`src/design/nes_bus_pkg.sv`:
```
// nes bus package
// widths and types for the console memory port and the softcore bus,
// data-select constants and the softcore bridge state encoding

package nes_bus_pkg;

    ////////////////////////////////////////////////////////////////////
    // widths
    ////////////////////////////////////////////////////////////////////
    localparam int mem_addr_w     = 22;   // console memory address
    localparam int rv_addr_w      = 23;   // softcore byte address
    localparam int rv_half_addr_w = 20;   // half-word address on sdram port
    localparam int half_w         = 16;
    localparam int word_w         = 32;
    localparam int strb_w         = word_w / 8;
    localparam int ds_w           = half_w / 8;

    typedef logic [mem_addr_w-1:0] mem_addr_t;
    typedef logic [rv_addr_w-1:0]  rv_addr_t;
    typedef logic [half_w-1:0]     half_t;
    typedef logic [word_w-1:0]     word_t;
    typedef logic [strb_w-1:0]     strb_t;   // byte enables, 0 means read
    typedef logic [ds_w-1:0]       ds_t;     // data selects of one half

    ////////////////////////////////////////////////////////////////////
    // byte enable constants
    ////////////////////////////////////////////////////////////////////
    localparam strb_t strb_none = '0;     // no enables means a read
    localparam ds_t   ds_none   = '0;     // half not written
    localparam ds_t   ds_both   = '1;     // reads take both bytes

    // bridge states
    typedef enum logic [2:0] {
        idle_req0,      // idle, first request goes out here
        wait0_req1,     // wait first ack, then second request
        data0,          // low half on rv_dout
        wait1,          // wait second ack
        data1           // result back to softcore
    } rv_state_t;

endpackage

```
`src/design/nes_console_pkg.sv`:
```
// nes console package
// joypad width, mapper numbers with expansion audio and the
// mapper flag word as the loader hands it over

package nes_console_pkg;

    ////////////////////////////////////////////////////////////////////
    // joypads
    ////////////////////////////////////////////////////////////////////
    localparam int pad_w = 8;              // A B select start up dn lt rt

    typedef logic [pad_w-1:0] pad_t;

    ////////////////////////////////////////////////////////////////////
    // mapper flags
    ////////////////////////////////////////////////////////////////////
    localparam int flags_w     = 64;
    localparam int mapper_id_w = 8;

    // mappers with extra sound hardware on the cart
    localparam logic [mapper_id_w-1:0] mapper_vrc6a = 8'd24;
    localparam logic [mapper_id_w-1:0] mapper_vrc6b = 8'd26;
    localparam logic [mapper_id_w-1:0] mapper_n163  = 8'd19;

    // raw word from the rom parser, or split into fields
    typedef union packed {
        logic [flags_w-1:0] raw;
        struct packed {
            logic [flags_w-mapper_id_w-1:0] upper;      // mirroring, prg/chr sizes etc
            logic [mapper_id_w-1:0]         mapper_id;  // low byte
        } f;
    } mapper_flags_u;

endpackage

```
`src/design/rv_half_if.sv`:
```
// softcore half request interface
// one 16-bit half request from the bridge sequencer to the port packer

`timescale 1ns/1ps

interface rv_half_if import nes_bus_pkg::*; ();

    logic word;         // 1 = upper half
    ds_t  ds;           // data selects for this half
    logic we;           // write access
    logic req;          // toggle request
    logic capture_lo;   // latch low half of read data

    modport seq (
        output word, ds, we, req, capture_lo
    );

    modport port (
        input word, ds, we, req, capture_lo
    );

endinterface

```
`src/design/rv_half_seq.sv`:
```
// softcore bridge sequencer
// splits a 32-bit softcore access into one or two toggle requests
// on the 16-bit sdram port, skipping halves with no byte enables

`timescale 1ns/1ps

module rv_half_seq import nes_bus_pkg::*; (
    input  logic   clk,
    input  logic   sys_resetn,
    input  logic   rv_valid,
    input  strb_t  rv_wstrb,
    input  logic   rv_req_ack,
    output logic   rv_ready,
    rv_half_if.seq half
);

    rv_state_t state;
    logic      valid_r;     // previous valid level
    logic      new_pend;    // edge seen while busy
    logic      req_q;
    logic      word_q;
    ds_t       ds_q;

    logic      new_edge;
    logic      is_write;
    logic      ack_match;
    logic      start;
    ds_t       ds_lo;
    ds_t       ds_hi;

    assign new_edge  = rv_valid & ~valid_r;
    assign is_write  = rv_wstrb != strb_none;   // wstrb stable until ready
    assign ack_match = req_q == rv_req_ack;     // toggle handshake done
    assign start     = new_pend | new_edge;
    assign ds_lo     = rv_wstrb[1:0];
    assign ds_hi     = rv_wstrb[3:2];

    assign half.word       = word_q;
    assign half.ds         = ds_q;
    assign half.we         = is_write;
    assign half.req        = req_q;
    assign half.capture_lo = state == data0;    // cycle after first match

    ////////////////////////////////////////////////////////////////////
    // request sequencing
    ////////////////////////////////////////////////////////////////////
    always_ff @(posedge clk) begin
        if (!sys_resetn) begin
            state    <= idle_req0;
            rv_ready <= 1'b0;
            valid_r  <= 1'b0;
            new_pend <= 1'b0;
            req_q    <= 1'b0;
            word_q   <= 1'b0;
            ds_q     <= ds_both;
        end else begin
            rv_ready <= 1'b0;       // one cycle pulse
            valid_r  <= rv_valid;
            if (new_edge)
                new_pend <= 1'b1;   // remembered until idle

            case (state)
                idle_req0: if (start) begin
                    new_pend <= 1'b0;
                    req_q    <= ~req_q;
                    if (is_write && ds_lo == ds_none) begin
                        // upper half only
                        word_q <= 1'b1;
                        ds_q   <= ds_hi;
                        state  <= wait1;
                    end else begin
                        word_q <= 1'b0;
                        ds_q   <= is_write ? ds_lo : ds_both;
                        state  <= wait0_req1;
                    end
                end

                wait0_req1: if (ack_match) begin
                    if (!is_write) begin
                        req_q  <= ~req_q;       // upper half read
                        word_q <= 1'b1;
                        ds_q   <= ds_both;
                        state  <= data0;
                    end else if (ds_hi == ds_none) begin
                        rv_ready <= 1'b1;       // lower only, done
                        state    <= idle_req0;
                    end else begin
                        req_q  <= ~req_q;
                        word_q <= 1'b1;
                        ds_q   <= ds_hi;
                        state  <= wait1;
                    end
                end

                data0: state <= wait1;          // port packer grabs low half

                wait1: if (ack_match) begin
                    if (is_write) begin
                        rv_ready <= 1'b1;
                        state    <= idle_req0;
                    end else begin
                        state <= data1;         // upper half valid next
                    end
                end

                data1: begin
                    rv_ready <= 1'b1;
                    state    <= idle_req0;
                end

                default: state <= idle_req0;
            endcase
        end
    end

endmodule

```
`src/design/rv_half_port.sv`:
```
// softcore bridge port packer
// builds the half address and write data for the sdram port and
// puts the two read halves back together

`timescale 1ns/1ps

module rv_half_port import nes_bus_pkg::*; (
    input  logic                      clk,
    input  rv_addr_t                  rv_addr,
    input  word_t                     rv_wdata,
    input  half_t                     rv_dout,
    rv_half_if.port                   half,
    output logic [rv_half_addr_w-1:0] sdram_rv_addr,
    output half_t                     sdram_rv_din,
    output ds_t                       sdram_rv_ds,
    output logic                      sdram_rv_we,
    output logic                      sdram_rv_req,
    output word_t                     rv_rdata
);

    half_t dout_lo;     // low half of a read

    ////////////////////////////////////////////////////////////////////
    // request side
    ////////////////////////////////////////////////////////////////////

    // word address from the byte address, half select at bit 0
    assign sdram_rv_addr = {rv_addr[rv_half_addr_w:2], half.word};

    always_comb begin
        if (half.word)
            sdram_rv_din = rv_wdata[word_w-1:half_w];
        else
            sdram_rv_din = rv_wdata[half_w-1:0];
    end

    assign sdram_rv_ds  = half.ds;
    assign sdram_rv_we  = half.we;
    assign sdram_rv_req = half.req;

    ////////////////////////////////////////////////////////////////////
    // read side
    ////////////////////////////////////////////////////////////////////
    always_ff @(posedge clk) begin
        if (half.capture_lo)
            dout_lo <= rv_dout;
    end

    // upper half still live on rv_dout when ready pulses
    assign rv_rdata = {rv_dout, dout_lo};

endmodule

```
`src/design/cart_load_ctrl.sv`:
```
// cartridge load controller
// stretches loader writes and lets them take over the cpu memory port,
// latches mapper flags, and sequences console reset and clkref

`timescale 1ns/1ps

module cart_load_ctrl import nes_bus_pkg::*, nes_console_pkg::*; (
    input  logic          clk,
    input  logic          sys_resetn,
    input  logic          loading,
    input  logic          loader_write,
    input  mem_addr_t     loader_addr,
    input  logic [7:0]    loader_data,
    input  logic          loader_done,
    input  mapper_flags_u loader_flags,
    input  mem_addr_t     cpu_addr,
    input  logic          cpu_read,
    input  logic          cpu_write,
    input  logic [7:0]    cpu_dout,
    output mem_addr_t     mem_addr,
    output logic          mem_we,
    output logic [7:0]    mem_din,
    output logic          mem_oe,
    output mapper_flags_u mapper_flags,
    output logic          ext_audio,
    output logic          reset_nes,
    output logic          clkref,
    output logic          loader_reset
);

    logic       loading_r;
    logic       write_r;        // loader write one cycle back
    logic       write_mem;      // two cycle write
    mem_addr_t  addr_mem;
    logic [7:0] data_mem;

    ////////////////////////////////////////////////////////////////////
    // loader write path
    ////////////////////////////////////////////////////////////////////
    always_ff @(posedge clk) begin
        if (!sys_resetn) begin
            write_r      <= 1'b0;
            write_mem    <= 1'b0;
            mapper_flags <= '0;
        end else begin
            write_r   <= loader_write;
            write_mem <= loader_write | write_r;    // stretch to 2
            if (loader_done)
                mapper_flags <= loader_flags;
        end
    end

    always_ff @(posedge clk) begin
        if (loader_write) begin
            addr_mem <= loader_addr;
            data_mem <= loader_data;
        end
    end

    // loader owns the cpu port while loading
    assign mem_addr = loading ? addr_mem : cpu_addr;
    assign mem_din  = loading ? data_mem : cpu_dout;
    assign mem_oe   = ~loading & cpu_read;      // no cpu reads mid load
    assign mem_we   = write_mem | cpu_write;

    // vrc6 and namco 163 carts
    assign ext_audio = (mapper_flags.f.mapper_id == mapper_vrc6a) |
                       (mapper_flags.f.mapper_id == mapper_vrc6b) |
                       (mapper_flags.f.mapper_id == mapper_n163);

    ////////////////////////////////////////////////////////////////////
    // console reset and reference clock
    ////////////////////////////////////////////////////////////////////
    assign loader_reset = loading & ~loading_r;     // rising edge of loading

    always_ff @(posedge clk) begin
        if (!sys_resetn) begin
            loading_r <= 1'b0;
            reset_nes <= 1'b1;
            clkref    <= 1'b0;
        end else begin
            loading_r <= loading;
            clkref    <= ~clkref;
            if (~loading & loading_r) begin
                reset_nes <= 1'b0;      // load finished, start console
                clkref    <= 1'b1;      // realign phase
            end else if (loading & ~loading_r) begin
                reset_nes <= 1'b1;
            end
        end
    end

endmodule

```
`src/design/joypad_serial.sv`:
```
// joypad serialiser
// parallel load of the buttons on strobe, then one bit out per
// falling edge of the pad clock, ones after the last button

`timescale 1ns/1ps

module joypad_serial import nes_console_pkg::*; (
    input  logic clk,
    input  logic strobe,
    input  logic pad_clk,
    input  pad_t buttons,
    output logic data
);

    pad_t bits;         // shift register, bit 0 goes out
    logic pad_clk_r;    // previous pad clock
    logic pad_fall;

    assign pad_fall = ~pad_clk & pad_clk_r;

    always_ff @(posedge clk) begin
        pad_clk_r <= pad_clk;
        if (strobe)
            bits <= buttons;    // A first
        if (pad_fall)
            bits <= {1'b1, bits[pad_w-1:1]};    // open bus reads as 1
    end

    assign data = bits[0];

endmodule

```
`src/design/nes_glue_top.sv`:
```
// nes glue top level
// softcore to sdram bridge, cart load path, console reset and
// joypad serialisers on flat ports

`timescale 1ns/1ps

module nes_glue_top import nes_bus_pkg::*, nes_console_pkg::*; (
    input  logic                      clk,
    input  logic                      sys_resetn,
    // softcore bus
    input  logic                      rv_valid,
    output logic                      rv_ready,
    input  rv_addr_t                  rv_addr,
    input  word_t                     rv_wdata,
    input  strb_t                     rv_wstrb,
    output word_t                     rv_rdata,
    // sdram softcore port
    output logic [rv_half_addr_w-1:0] sdram_rv_addr,
    output half_t                     sdram_rv_din,
    output ds_t                       sdram_rv_ds,
    output logic                      sdram_rv_we,
    output logic                      sdram_rv_req,
    input  logic                      rv_req_ack,
    input  half_t                     rv_dout,
    // loader
    input  logic                      loading,
    input  logic                      loader_write,
    input  mem_addr_t                 loader_addr,
    input  logic [7:0]                loader_data,
    input  logic                      loader_done,
    input  logic [flags_w-1:0]        loader_flags,
    output logic                      loader_reset,
    // cpu memory port
    input  mem_addr_t                 cpu_addr,
    input  logic                      cpu_read,
    input  logic                      cpu_write,
    input  logic [7:0]                cpu_dout,
    output mem_addr_t                 mem_addr,
    output logic                      mem_we,
    output logic [7:0]                mem_din,
    output logic                      mem_oe,
    // console control
    output logic [flags_w-1:0]        mapper_flags,
    output logic                      ext_audio,
    output logic                      reset_nes,
    output logic                      clkref,
    // joypads
    input  logic                      joypad_strobe,
    input  logic [1:0]                joypad_clock,
    input  pad_t                      joy1_btns,
    input  pad_t                      joy2_btns,
    output logic                      joypad1_data,
    output logic                      joypad2_data
);

    ////////////////////////////////////////////////////////////////////
    // softcore bridge
    ////////////////////////////////////////////////////////////////////
    rv_half_if half_if ();

    rv_half_seq seq_i (
        .clk(clk), .sys_resetn(sys_resetn), .rv_valid(rv_valid),
        .rv_wstrb(rv_wstrb), .rv_req_ack(rv_req_ack), .rv_ready(rv_ready),
        .half(half_if)
    );

    rv_half_port port_i (
        .clk(clk), .rv_addr(rv_addr), .rv_wdata(rv_wdata), .rv_dout(rv_dout),
        .half(half_if), .sdram_rv_addr(sdram_rv_addr), .sdram_rv_din(sdram_rv_din),
        .sdram_rv_ds(sdram_rv_ds), .sdram_rv_we(sdram_rv_we),
        .sdram_rv_req(sdram_rv_req), .rv_rdata(rv_rdata)
    );

    ////////////////////////////////////////////////////////////////////
    // cart load and console control
    ////////////////////////////////////////////////////////////////////
    cart_load_ctrl cart_i (
        .clk(clk), .sys_resetn(sys_resetn), .loading(loading),
        .loader_write(loader_write), .loader_addr(loader_addr),
        .loader_data(loader_data), .loader_done(loader_done),
        .loader_flags(loader_flags), .cpu_addr(cpu_addr), .cpu_read(cpu_read),
        .cpu_write(cpu_write), .cpu_dout(cpu_dout), .mem_addr(mem_addr),
        .mem_we(mem_we), .mem_din(mem_din), .mem_oe(mem_oe),
        .mapper_flags(mapper_flags), .ext_audio(ext_audio),
        .reset_nes(reset_nes), .clkref(clkref), .loader_reset(loader_reset)
    );

    // one serialiser per controller port
    joypad_serial joy1_i (
        .clk(clk), .strobe(joypad_strobe), .pad_clk(joypad_clock[0]),
        .buttons(joy1_btns), .data(joypad1_data)
    );

    joypad_serial joy2_i (
        .clk(clk), .strobe(joypad_strobe), .pad_clk(joypad_clock[1]),
        .buttons(joy2_btns), .data(joypad2_data)
    );

endmodule

```
`config.mk`:
```
export PLATFORM = sky130hd
export DESIGN_NAME = nes_glue_top
export DESIGN_NICKNAME = d
export VERILOG_FILES = /design/src/design/nes_bus_pkg.sv /design/src/design/nes_console_pkg.sv /design/src/design/rv_half_if.sv /design/src/design/rv_half_seq.sv /design/src/design/rv_half_port.sv /design/src/design/cart_load_ctrl.sv /design/src/design/joypad_serial.sv /design/src/design/nes_glue_top.sv
export SDC_FILE = /design/constraint.sdc
export NUM_CORES = 1
export LEC_CHECK = 0
export BUFFER_PORTS_ARGS = -buffer_cell sky130_fd_sc_hd__buf_4
export CORE_AREA = 2 2 158 160
export DETAILED_ROUTE_END_ITERATION = 8
export DIE_AREA = 0 0 160 162
export GPL_TIMING_DRIVEN = 0
export PLACE_DENSITY_LB_ADDON = 0.25
export SYNTH_ARGS = -nofsm -noshare
export SYNTH_HDL_FRONTEND = slang
export SYNTH_SLANG_ARGS = --single-unit
```
`constraint.sdc`:
```
create_clock -name clk -period 2.65 [get_ports clk]
set_input_delay 0.265 -clock clk [delete_from_list [all_inputs] [get_ports clk]]
set_output_delay 0.265 -clock clk [all_outputs]
set_load 0.1 [all_outputs]
```
# Word-level counts from Yosys, hierarchy flattened
# Index checks and enable logic that the tools add are counted.
dict set report word_totals {
  in_bits 227
  register_bits 143
}
dict set report op_classes {
  muxes 45
  n_eq_ne 12
  bitwise_logic 18
  n_reduce_logical 11
}
# operator n
set op_table {}
lappend op_table {{2-to-1 mux 7 bit} 4}
lappend op_table {{equality test 8 x 5 -> 1 bit (second input constant)} 3}
lappend op_table {{2-to-1 mux 22 bit} 1}
lappend op_table {{2-to-1 mux 1 bit} 20}
lappend op_table {{2-to-1 mux 16 bit} 1}
lappend op_table {{2-to-1 mux 2 bit} 8}
lappend op_table {{2-to-1 mux 3 bit} 5}
lappend op_table {{one-hot mux 3 bit (4 select lines)} 1}
lappend op_table {{2-to-1 mux 8 bit} 1}
lappend op_table {{nonzero test 2 bit} 4}
lappend op_table {{NOT 1 bit} 7}
lappend op_table {{bitwise AND 1 bit} 6}
lappend op_table {{equality test 3 x 2 -> 1 bit (second input constant)} 2}
lappend op_table {{!= test 2 x 1 -> 1 bit (second input constant)} 3}
lappend op_table {{OR 1 bit} 5}
lappend op_table {{zero test 2 bit} 2}
lappend op_table {{one-hot mux 1 bit (2 select lines)} 2}
lappend op_table {{one-hot mux 2 bit (2 select lines)} 1}
lappend op_table {{AND reduction 4 bit} 1}
lappend op_table {{nonzero test 4 bit} 1}
lappend op_table {{equality test 3 x 1 -> 1 bit (second input constant)} 1}
lappend op_table {{equality test 3 bit (second input constant)} 1}
lappend op_table {{zero test 3 bit} 1}
lappend op_table {{!= test 3 bit (second input constant)} 1}
lappend op_table {{other kinds (4)} 4}

# Longest topological paths before layout
# Gate-level depths: netlist of run 1.
dict set report depth {
  word_depth 5
  mapped_depth 6
  ltp_nobuf 4
}

# Hierarchy
# Synthesis of run 1 repeated with hierarchy kept, for this count alone.
dict set report hier_totals {
  hier_cells 470
  area_unflattened_um2 6329.8
}
# mod area_per_inst_um2 cells_per_inst instances
set by_module_without_submodules {}
lappend by_module_without_submodules {cart_load_ctrl 3917.5 293 1}
lappend by_module_without_submodules {rv_half_port 1029.7 74 1}
lappend by_module_without_submodules {joypad_serial 400.4 21 2}
lappend by_module_without_submodules {rv_half_seq 581.8 61 1}

# Worst setup path before layout of run 1
# OpenSTA, ideal clock, no wires.
dict set report synth_timing {
  kind {reg-to-output}
  start {register cart_i.mapper_flags[3] (netlist bit)}
  end {output port ext_audio}
  t_arrival_ns 4.190
  n_path_buf 0
  path_stages_with_launch 3
  setup_slack_ns -1.805
  path_cell_list {dfxtp_1 -> mux2_2 -> nor4_1}
}
dict set report synth_between {
  elab_chain_cells 3
}
# item line_no
set synth_rtl {}
lappend synth_rtl {{start: declaration} cart_load_ctrl.sv:24} ;# output mapper_flags_u mapper_flags,
lappend synth_rtl {{start signal: assignment} cart_load_ctrl.sv:49} ;# mapper_flags <= loader_flags;
lappend synth_rtl {{equality test 8 x 5 -> 1 bit, on equally long branches} {cart_load_ctrl.sv:67, cart_load_ctrl.sv:68}}
lappend synth_rtl {{OR 1 bit} cart_load_ctrl.sv:67} ;# assign ext_audio = (mapper_flags.f.mapper_id == mapper_vrc6a) |
lappend synth_rtl {{OR 1 bit (*)} cart_load_ctrl.sv:68} ;# (mapper_flags.f.mapper_id == mapper_vrc6b) |
lappend synth_rtl {{end: declaration} nes_glue_top.sv:44} ;# output logic ext_audio,
# Mark *: on every way between the ends. The rest lies on a longest branch, timed or not.

# Worst setup path in the final report of run 1
dict set report layout_timing {
  start {register seq_i.word_q (netlist: seq_i.half.word)}
  end {output port sdram_rv_din[7]}
}
dict set report layout_between {
  elab_chain_cells 1
}
# item line_no
set layout_rtl {}
lappend layout_rtl {{start: declaration} rv_half_seq.sv:21} ;# logic word_q;
lappend layout_rtl {{start signal: assignment} rv_half_seq.sv:54} ;# word_q <= 1'b0;
lappend layout_rtl {{start signal: assignment} rv_half_seq.sv:68} ;# word_q <= 1'b1;
lappend layout_rtl {{start signal: assignment} rv_half_seq.sv:72} ;# word_q <= 1'b0;
lappend layout_rtl {{2-to-1 mux 16 bit} rv_half_port.sv:31} ;# if (half.word)
lappend layout_rtl {{end: declaration} nes_glue_top.sv:19} ;# output half_t sdram_rv_din,
# Every way passes these cells.

==> results of run 1 <==
## flip-flops by register name (all words and copies together), names as in the netlist, 2 cells and up
signal and cells:
seq_i.state 3, cart_i.mapper_flags 64, cart_i.addr_mem 22, joy1_i.bits 8
seq_i.half.ds 2, port_i.dout_lo 16, cart_i.data_mem 8, joy2_i.bits 8
## cell usage in the layout (no fill, tap or decap), drive strengths merged, types with 2 or more instances in the layout
cell and n:
nand2b 2, mux2 61, inv 11, clkinv 5
and2 2, o21ai 5, a211o 2, ha 2
nor3b 2, a21oi 3, nor2 74, clkbuf 30
a221oi 2, buf 427, dlygate4sd3 9, or2 4
nor2b 5, nand2 10, dfxtp 83, mux2i 67
edfxtp 60
## stage by stage
stage	worst slack, ns	power, W	utilization
2_1_floorplan	0.0138	0.00454	-
3_3_place_gp	-0.0582	0.00521	0.378
3_5_place_dp	0.920	0.00523	0.379
4_1_cts	0.681	0.00763	0.404
5_1_grt	0.631	0.00782	0.407
6_report	0.714	0.00751	0.407
## area by class of cell
class	instances	area [um^2]
fillers	2353	14300
repair buffers	387	2930
flip-flops and latches	143	3460
clock buffers	20	478
plain buffers	59	392
diodes	1	2.50
well taps	324	405
inverters	5	18.8
clock inverters	12	93.8
multi-input cells	254	2020
## how the worst max path moves through the flow
stage,start,to,slack (ns),cells past startpoint
after detailed placement,loading,mem_addr[3],0.92,5
after global placement,seq_i.state[1],port_i.dout_lo[8],-0.06,1
after CTS,seq_i.half.word,sdram_rv_din[7],0.68,4
after floorplan,cart_i.mapper_flags[3],ext_audio,0.01,2
final,seq_i.half.word,sdram_rv_din[7],0.71,4
after global routing,seq_i.half.word,sdram_rv_din[7],0.63,4
## critical path, delay by kind of cell, from the launching register on
family,cells,cell delay [ns]
flip-flops,1,0.35
multiplexers,1,0.36
buffers and inverters,3,0.55
## cells by family after synthesis
kind of cell	Yosys count	share of synthesized area
AOI/OAI and AO/OA	19	0.0252
buffers and inverters	64	0.0699
and+or+nand+nor	104	0.0780
adders and majority gates	2	0.00426
xor gates and xnor gates	1	0.00149
muxes	128	0.231
DFF	143	0.590
## what timing repair did
item	4_1_cts	5_1_grt
endpoints found under the hold margin	4	5
setup buffers	0	0
hold buffers	4	5
## power by group
part	total, W	switching [W]	internal (W)
registers	0.00255	0.0000724	0.00248
logic	0.00262	0.00190	0.000720
clock network	0.00234	0.00102	0.00132
total	0.00751	0.00300	0.00452
## per-layer routing
metal | up-vias | GRT usage
li1 | 2390 | -
met1 | 2213 | 0.154
met2 | 209 | 0.239
met3 | 16 | 0.0549
met4 | 0 | 0.0381
met5 | - | 0
==> impl_metrics.json, run 1 <==
{
  "cts_max_level": 4,
  "crit_slowest_cell": "mux2_2",
  "cts_buffers": 17,
  "rows": 57,
  "path_clk_slew_ns": 0.06,
  "syn_avg_cell_area_um2": 12.7,
  "hold_end": "cart_i.addr_mem[14]",
  "core_mm2": 0.0241,
  "synth_area_leader_cell": "edfxtp_1",
  "fmax_ghz": 0.516,
  "hold_viol": 0,
  "drive_gt1_frac": 0.603,
  "rr_startpoint": "seq_i.state[1]",
  "ctsResizeCount": 0,
  "top_layer": "met4",
  "synth_edf_count": 60,
  "port_buffers": 377,
  "crit_path_cell_trace": "buf_6 > buf_6 > mux2_2 > buf_4",
  "gp_congestion": 0.739,
  "period_share": 0.731,
  "synth_cell_types": 36,
  "cap_violations": 0,
  "end_kind": "primary output",
  "dr.pass1.iters": 4,
  "wl_met3_mm": 1.59,
  "slew_headroom": 0.526,
  "cpPeakStageDelay_ns": 0.36,
  "viasPerCell": 4.01,
  "grt_setup_unrepaired": "no",
  "wl_met2_mm": 9.36,
  "start_util": 0.244,
  "grt_pass1_wl_mm": 27.4,
  "fin_skew_ns": 0.00821,
  "synth_area_leaders": "edfxtp_1, dfxtp_1, mux2i_1, mux2_2, nor2_1",
  "hp-start": "loader_addr[14]",
  "yosysMostFrequentCell": "dfxtp_1",
  "nets": 1096,
  "dp.cells": 1163,
  "cts-root-buf": "clkbuf_16",
  "required_ns": 2.38,
  "dieHeight_um": 162,
  "start_kind": "register",
  "grt_max_degree": 33,
  "placed_area_mm2": 0.00914,
  "whs_ns": 0.0251,
  "status": "completed",
  "grtUsageTotal": 0.136,
  "routedWlPerCell_um": 15.1,
  "die_area_mm2": 0.0259,
  "p_leak_nw": 4.59,
  "antenna_found_initial": 1,
  "finalNonFillerCells": 1205,
  "hpwlAfterDp_mm": 14.2,
  "final_cell_area_mm2": 0.00980,
  "worstPathArrival_ns": 1.67,
  "peakVddDrop_v": 0.000341,
  "synth_area_mm2": 0.00587,
  "whs_path_depth": 1,
  "setup_tns_ns": 0,
  "setup_viol": 0,
  "yosysTopAreaCellShare": 0.307,
  "ys_seq_elements": 143,
  "reg2reg_depth": 2,
  "crit_top_cell": "buf_6",
  "clockBufferDepth": 2,
  "area_growth_syn_to_layout_pct": 67.0,
  "r2r_end": "port_i.dout_lo[6]",
  "seq_area_frac_synth": 0.590,
  "yosysWarnings": 0,
  "wirelength_mm": 18.3,
  "dr_total_vias": 4828,
  "overflow": 0,
  "synth_common_cells": "dfxtp_1, nor2_1, mux2i_1",
  "cts_tree": "built",
  "drc_errors": 0,
  "clkSinkCount": 143,
  "ys.flop_type": "dfxtp_1",
  "slew_viol_final": 0,
  "finalCriticalPeriod_ns": 1.94,
  "grt_pass1_vias": 4834,
  "met1_length_mm": 7.03,
  "drt_iter0_markers": 109,
  "reg2reg_slack_ns": 1.07,
  "postSynthCellCount": 461,
  "pin_count": 402,
  "crit_fanout": 10,
  "syn-num-nets": 690,
  "ant_nets": 0,
  "hold_class": "in2reg",
  "worst-setup-path-type": "reg2out",
  "clkLatencyLatePin_ns": 0.41,
  "die_w_um": 160,
  "power_per_cell_area_mw_per_mm2": 767,
  "tightest_slew_ns": 0.708,
  "async_flop_share": 0
}
No activity file was read; power rests on OpenSTA's default activity.
==> run 2, diff against run 1 <==
--- a/config.mk
+++ b/config.mk
@@ -5,6 +5,7 @@
 export SDC_FILE = /design/constraint.sdc
 export NUM_CORES = 1
 export LEC_CHECK = 0
+export ABC_AREA = 1
 export BUFFER_PORTS_ARGS = -buffer_cell sky130_fd_sc_hd__buf_4
 export CORE_AREA = 2 2 158 160
 export DETAILED_ROUTE_END_ITERATION = 8
==> constraint.sdc (replaced) <==
create_clock -name clk -period 1.7 [get_ports clk]
set_input_delay 0.17 -clock clk [delete_from_list [all_inputs] [get_ports clk]]
set_output_delay 0.17 -clock clk [all_outputs]
set_load 0.1 [all_outputs]
==> impl_metrics.json, run 2 <==
{
  "synth_common_cells": "nand2_1, nor2_1, dfxtp_1",
  "slew_headroom": 0.610,
  "grt_pass1_vias": 6444,
  "synth_area_leader_cell": "edfxtp_1",
  "hold_class": "in2reg",
  "seq_area_frac_synth": 0.580,
  "cts-root-buf": "clkbuf_16",
  "gp_congestion": 0.774,
  "pin_count": 402,
  "violations": "negative setup slack",
  "ys.flop_type": "dfxtp_1",
  "final_cell_mix": "buf_4, nand2_1, nor2_1",
  "syn_avg_cell_area_um2": 9.17,
  "finalNonFillerCells": 1504,
  "die_area_mm2": 0.0259,
  "power_per_cell_area_mw_per_mm2": 1110,
  "drt_iter0_markers": 190,
  "setup_tns_ns": -0.0159,
  "fin_ws_ns": -0.0114,
  "drive_gt1_frac": 0.439,
  "wirelength_mm": 21.6,
  "yosysTopAreaCellShare": 0.302,
  "cts_tree": "built",
  "overflow": 0,
  "dieHeight_um": 162,
  "rows": 57,
  "clkLatencyLatePin_ns": 0.42,
  "path_clk_slew_ns": 0.07,
  "finalPower_w": 0.0126,
  "finalCriticalPeriod_ns": 1.71,
  "cts_max_level": 4,
  "core_mm2": 0.0241,
  "ant_nets": 0,
  "nets": 1396,
  "synth_area_mm2": 0.00597,
  "period_share": 1.01,
  "routedWlPerCell_um": 14.4,
  "dr_total_vias": 6159,
  "setup_viol": 3,
  "cap_violations": 0,
  "end_kind": "primary output",
  "yosysMostFrequentCell": "nand2_1",
  "start_util": 0.248,
  "required_ns": 1.53,
  "antenna_found_initial": 1,
  "fmax_ghz": 0.584,
  "n_antenna_cell": 0,
  "final_common_cell": "buf_4",
  "die_w_um": 160,
  "clkSinkCount": 143,
  "grt_pass1_wl_mm": 33.5,
  "grt_setup_unrepaired": "yes",
  "cts_buffers": 17,
  "syn-num-nets": 880,
  "grtUsageTotal": 0.164,
  "dr.pass1.iters": 5,
  "slew_viol_final": 0,
  "tightest_slew_ns": 0.584,
  "hpwlAfterDp_mm": 15.6,
  "async_flop_share": 0,
  "viasPerCell": 4.10,
  "reg_top3": "cart_i.mapper_flags x64, cart_i.addr_mem x22, port_i.dout_lo x16",
  "clockBufferDepth": 2,
  "ys_seq_elements": 143,
  "area_growth_syn_to_layout_pct": 89.2,
  "status": "complete, but fails checks",
  "top_register": "cart_i.mapper_flags",
  "dp.cells": 1351,
  "grt_max_degree": 32,
  "worstPathArrival_ns": 1.54,
  "synth_edf_count": 60,
  "port_buffers": 376,
  "peakVddDrop_v": 0.000593,
  "p_leak_nw": 5.41,
  "synth_cell_types": 25,
  "hold_viol": 0,
  "synth_area_leaders": "edfxtp_1, dfxtp_1, nand2_1, nor2_1, mux2_2",
  "yosysWarnings": 0,
  "drc_errors": 0,
  "start_kind": "register",
  "postSynthCellCount": 651,
  "fin_skew_ns": 0.00772,
  "crit_fanout": 5,
  "largest_reg_flops": 64,
  "worst-setup-path-type": "reg2out"
}
## run 2: cell families (layout without fill, tap and decap cells)
kind of cell	count (synthesis)	after routing	synth area share
compound gates	75	75	0.0631
flops	143	143	0.580
simple gates	305	305	0.210
fa+ha+maj	2	2	0.00419
mux	30	30	0.0566
buf+inv	96	625	0.0859
## run 2: layout make-up
cell class / count / area, um^2
fillers: 2281 / 12800
repair buffers: 497 / 4250
flip-flops and latches: 143 / 3470
multi-input cells: 412 / 2060
clock buffers: 20 / 478
plain buffers: 67 / 428
well taps: 324 / 405
inverters: 29 / 109
clock inverters: 12 / 93.8
## run 2: routing by layer
layer  vias to the layer above  share of wire  global-route usage
met4                         2          0.021              0.0545
met3                        30          0.076              0.0518
met2                       241           0.52               0.305
met5                         -        0.00051                   0
met1                      2779           0.38               0.175
li1                       3107              -                   -
## run 2: per-stage QoR
| step | setup slack, ns | cell area [um^2] | util | hold slack, ns |
|---|---|---|---|---|
| final | -0.0114 | 11300 | 0.468 | 0.0548 |
| after global routing | -0.0691 | 11300 | 0.468 | 0.0325 |
| after CTS | -0.0415 | 11200 | 0.467 | 0.0288 |
| after detailed placement | -0.0728 | 9210 | 0.382 | 0.286 |
| after global placement | -0.0690 | 9210 | 0.382 | 0.284 |
| after floorplan | -0.207 | 5980 | - | 0.198 |
## run 2: worst paths after layout
kind                        start                 to  slack [ns]  cells after the start
setup / recovery  seq_i.half.word    sdram_rv_din[9]       -0.01                      4
hold / removal       joy1_btns[4]     joy1_i.bits[4]        0.05                      2
setup reg to reg   seq_i.state[0]  port_i.dout_lo[0]        0.28                      3
hold reg to reg    cart_i.write_r   cart_i.write_mem        0.42                      2
## run 2: timing repair
item,CTS,global route
cloned,1,0
pin swaps,0,1
hold buffers,116,0
resized for setup,65,16
setup endpoints to repair,17,41
endpoints found under the hold margin,114,0
buffers inserted,3,1
## run 2: worst max-delay path, stage by stage, from the launching register on
cell and delay, ns:
dfxtp_2 0.33, buf_6 0.14, buf_12 0.12, mux2_4 0.34, buf_12 0.18
## run 2: power by group
group | internal, W | switching, W
clock | 0.00206 | 0.00157
combinational | 0.00155 | 0.00340
sequential | 0.00387 | 0.000126
total | 0.00748 | 0.00509
==> run 3, diff against run 2 <==
--- a/config.mk
+++ b/config.mk
@@ -7,11 +7,12 @@
 export LEC_CHECK = 0
 export ABC_AREA = 1
 export BUFFER_PORTS_ARGS = -buffer_cell sky130_fd_sc_hd__buf_4
-export CORE_AREA = 2 2 158 160
+export CORE_AREA = 2 2 157 159
 export DETAILED_ROUTE_END_ITERATION = 8
-export DIE_AREA = 0 0 160 162
+export DIE_AREA = 0 0 159 161
 export GPL_TIMING_DRIVEN = 0
 export PLACE_DENSITY_LB_ADDON = 0.25
 export SYNTH_ARGS = -nofsm -noshare
 export SYNTH_HDL_FRONTEND = slang
+export SYNTH_HIERARCHICAL = 1
 export SYNTH_SLANG_ARGS = --single-unit
==> impl_metrics.json, run 3 <==
{
  "ys_seq_elements": 143,
  "required_ns": 1.53,
  "rows": 57,
  "finalCriticalPeriod_ns": 1.61,
  "top_layer": "met4",
  "viasPerCell": 4.16,
  "multiInputGateArea_mm2": 0.00219,
  "die_area_mm2": 0.0256,
  "seq_area_mm2": 0.00346,
  "power_frac_comb": 0.461,
  "crit_slowest_cell": "dfxtp_2",
  "worstPathArrival_ns": 1.44,
  "peakVddDrop_v": 0.000662,
  "clockBufferDepth": 2,
  "power_per_cell_area_mw_per_mm2": 1280,
  "startpoint": "seq_i/half.word",
  "wl_met3_mm": 1.67,
  "pin_count": 402,
  "ant_nets": 0,
  "drc_errors": 0,
  "synth_edf_count": 60,
  "p_clk_frac": 0.261,
  "cpPeakStageDelay_ns": 0.33,
  "path_delay_family": "buffers and inverters",
  "rr_startpoint": "seq_i/state[2]",
  "hold_class": "in2reg",
  "cp.depth": 6,
  "async_flop_share": 0,
  "core_mm2": 0.0240,
  "final_common_cell": "buf_4",
  "synth_area_mm2": 0.00641,
  "die_w_um": 159,
  "worst-setup-path-type": "reg2out",
  "reg_top3": "cart_i/mapper_flags x64, cart_i/addr_mem x22, port_i/dout_lo x16",
  "postSynthCellCount": 717,
  "antenna_found_initial": 0,
  "nets": 1464,
  "reg2reg_slack_ns": 0.37,
  "cts_tree": "built",
  "ys.flop_type": "dfxtp_1",
  "top_register": "cart_i/mapper_flags",
  "drt_iter0_markers": 237,
  "cts_buffers": 17,
  "p_sw_w": 0.00676,
  "clkLatencyLatePin_ns": 0.41,
  "whs_ns": 0.0240,
  "drive_gt1_frac": 0.446,
  "period_share": 0.948,
  "crit_path_end": "sdram_rv_din[4]",
  "port_buffers": 377,
  "yosysWarnings": 6,
  "path_clk_slew_ns": 0.06,
  "n_antenna_cell": 0,
  "p_int_w": 0.00806,
  "wl_met2_mm": 10.9,
  "start_kind": "register",
  "slew_viol_final": 0,
  "met1_length_mm": 8.76,
  "grt_setup_unrepaired": "yes",
  "wirelength_mm": 21.8,
  "area_growth_syn_to_layout_pct": 80.4,
  "cts-root-buf": "clkbuf_16",
  "power_switching_share": 0.456,
  "p_leak_nw": 5.56,
  "clkSinkCount": 143,
  "overflow": 0,
  "final_cell_mix": "buf_4, nand2_1, dlygate4sd3_1",
  "synth_common_cells": "nand2_1, nor2_1, dfxtp_1",
  "yosysMostFrequentCell": "nand2_1",
  "crit_fanout": 10,
  "dr.pass1.iters": 4,
  "grt_max_degree": 32,
  "hp-start": "joy2_btns[3]",
  "pwr-share-seq": 0.278,
  "dieHeight_um": 161,
  "slew_headroom": 0.702,
  "start_util": 0.267,
  "synth_area_leaders": "edfxtp_1, dfxtp_1, nand2_1, nor2_1, buf_4",
  "synth_cell_types": 33,
  "routedWlPerCell_um": 13.9,
  "seq_area_frac_synth": 0.541,
  "syn_avg_cell_area_um2": 8.93,
  "finalPower_w": 0.0148,
  "cts_max_level": 4,
  "hpwlAfterDp_mm": 15.8,
  "status": "completed",
  "fmax_ghz": 0.621,
  "cp_num_buf_inv": 4,
  "r2r_end": "port_i/dout_lo[13]",
  "hold_viol": 0,
  "tightest_slew_ns": 0.446,
  "reg2reg_depth": 4,
  "fin_skew_ns": 0.00399,
  "cap_violations": 0,
  "fill_cells": 2246,
  "dr_total_vias": 6537,
  "setup_viol": 0,
  "grt_pass1_wl_mm": 34.4,
  "yosysTopAreaCellShare": 0.281,
  "grtUsageTotal": 0.167,
  "gp_congestion": 0.806,
  "grt_pass1_vias": 6661,
  "syn-num-nets": 946,
  "crit_path_cell_trace": "buf_6 > inv_6 > buf_12 > nand2_1 > nand2_1 > buf_6",
  "end_kind": "primary output",
  "synth_area_leader_cell": "edfxtp_1",
  "largest_reg_flops": 64
}
run 3: what timing repair did:
item | CTS | global route
endpoints found under the setup margin | 18 | 27
buffers inserted | 0 | 1
hold buffers | 121 | 0
gates resized for setup | 3 | 16
endpoints found under the hold margin | 119 | 0
run 3: kinds of logic (layout without fill, tap and decap cells):
group | after synthesis | in the layout | synth area share
buf+inv | 102 | 633 | 0.120
simple gates | 392 | 392 | 0.274
compound gates | 78 | 78 | 0.0613
flops | 143 | 143 | 0.541
fa+ha+maj | 2 | 2 | 0.00391
run 3: power groups by stage:
stage | Clock, W | Combinational [W] | Sequential (W)
global placement | 0 | 0.00643 | 0.00419
finish | 0.00387 | 0.00683 | 0.00413
detailed placement | 0 | 0.00644 | 0.00420
global route | 0.00416 | 0.00715 | 0.00417
CTS | 0.00401 | 0.00670 | 0.00412
floorplan | 0 | 0.00374 | 0.00540
run 3: worst min-delay path, delay by kind of cell:
| kind | cells | cell delay, ns |
|---|---|---|
| simple gates | 2 | 0.08 |
| buf+inv | 1 | 0.08 |
run 3: worst min-delay path by stage:
stage                        to  slack (ns)  cells past startpoint
2_1_floorplan  joy1_i/pad_clk_r        0.20                      0
3_3_place_gp   joy2_i/pad_clk_r        0.30                      1
3_5_place_dp   joy2_i/pad_clk_r        0.30                      1
4_1_cts          joy2_i/bits[0]       0.002                      3
5_1_grt          joy2_i/bits[6]        0.02                      3
6_report         joy2_i/bits[3]        0.02                      3
run 3: routing by layer:
layer,vias up,global-route usage
met5,-,0
met4,0,0.0583
met3,29,0.0565
met2,268,0.296
met1,2938,0.188
li1,3302,-
run 3: layout make-up:
| cell class | instances | area share |
|---|---|---|
| plain buffers | 72 | 0.0550 |
| clock buffers | 18 | 0.0371 |
| clock inverters | 14 | 0.0153 |
| inverters | 30 | 0.0120 |
| multi-input cells | 472 | 0.189 |
| flip-flops and latches | 143 | 0.300 |
| well taps | 324 | 0.0351 |
| repair buffers | 499 | 0.357 |
run 3: per-stage QoR:
| step | setup TNS, ns | area [um^2] | cells | util | setup WS [ns] |
|---|---|---|---|---|---|
| floorplan | -0.185 | 6420 | 717 | - | -0.185 |
| global placement | 0 | 9650 | 1418 | 0.403 | 0.00191 |
| detailed placement | -0.170 | 9650 | 1418 | 0.403 | -0.0116 |
| CTS | 0 | 11500 | 1571 | 0.479 | 0.00106 |
| global route | -0.00828 | 11600 | 1572 | 0.482 | -0.00828 |
| finish | 0 | 11600 | 1572 | 0.482 | 0.0888 |
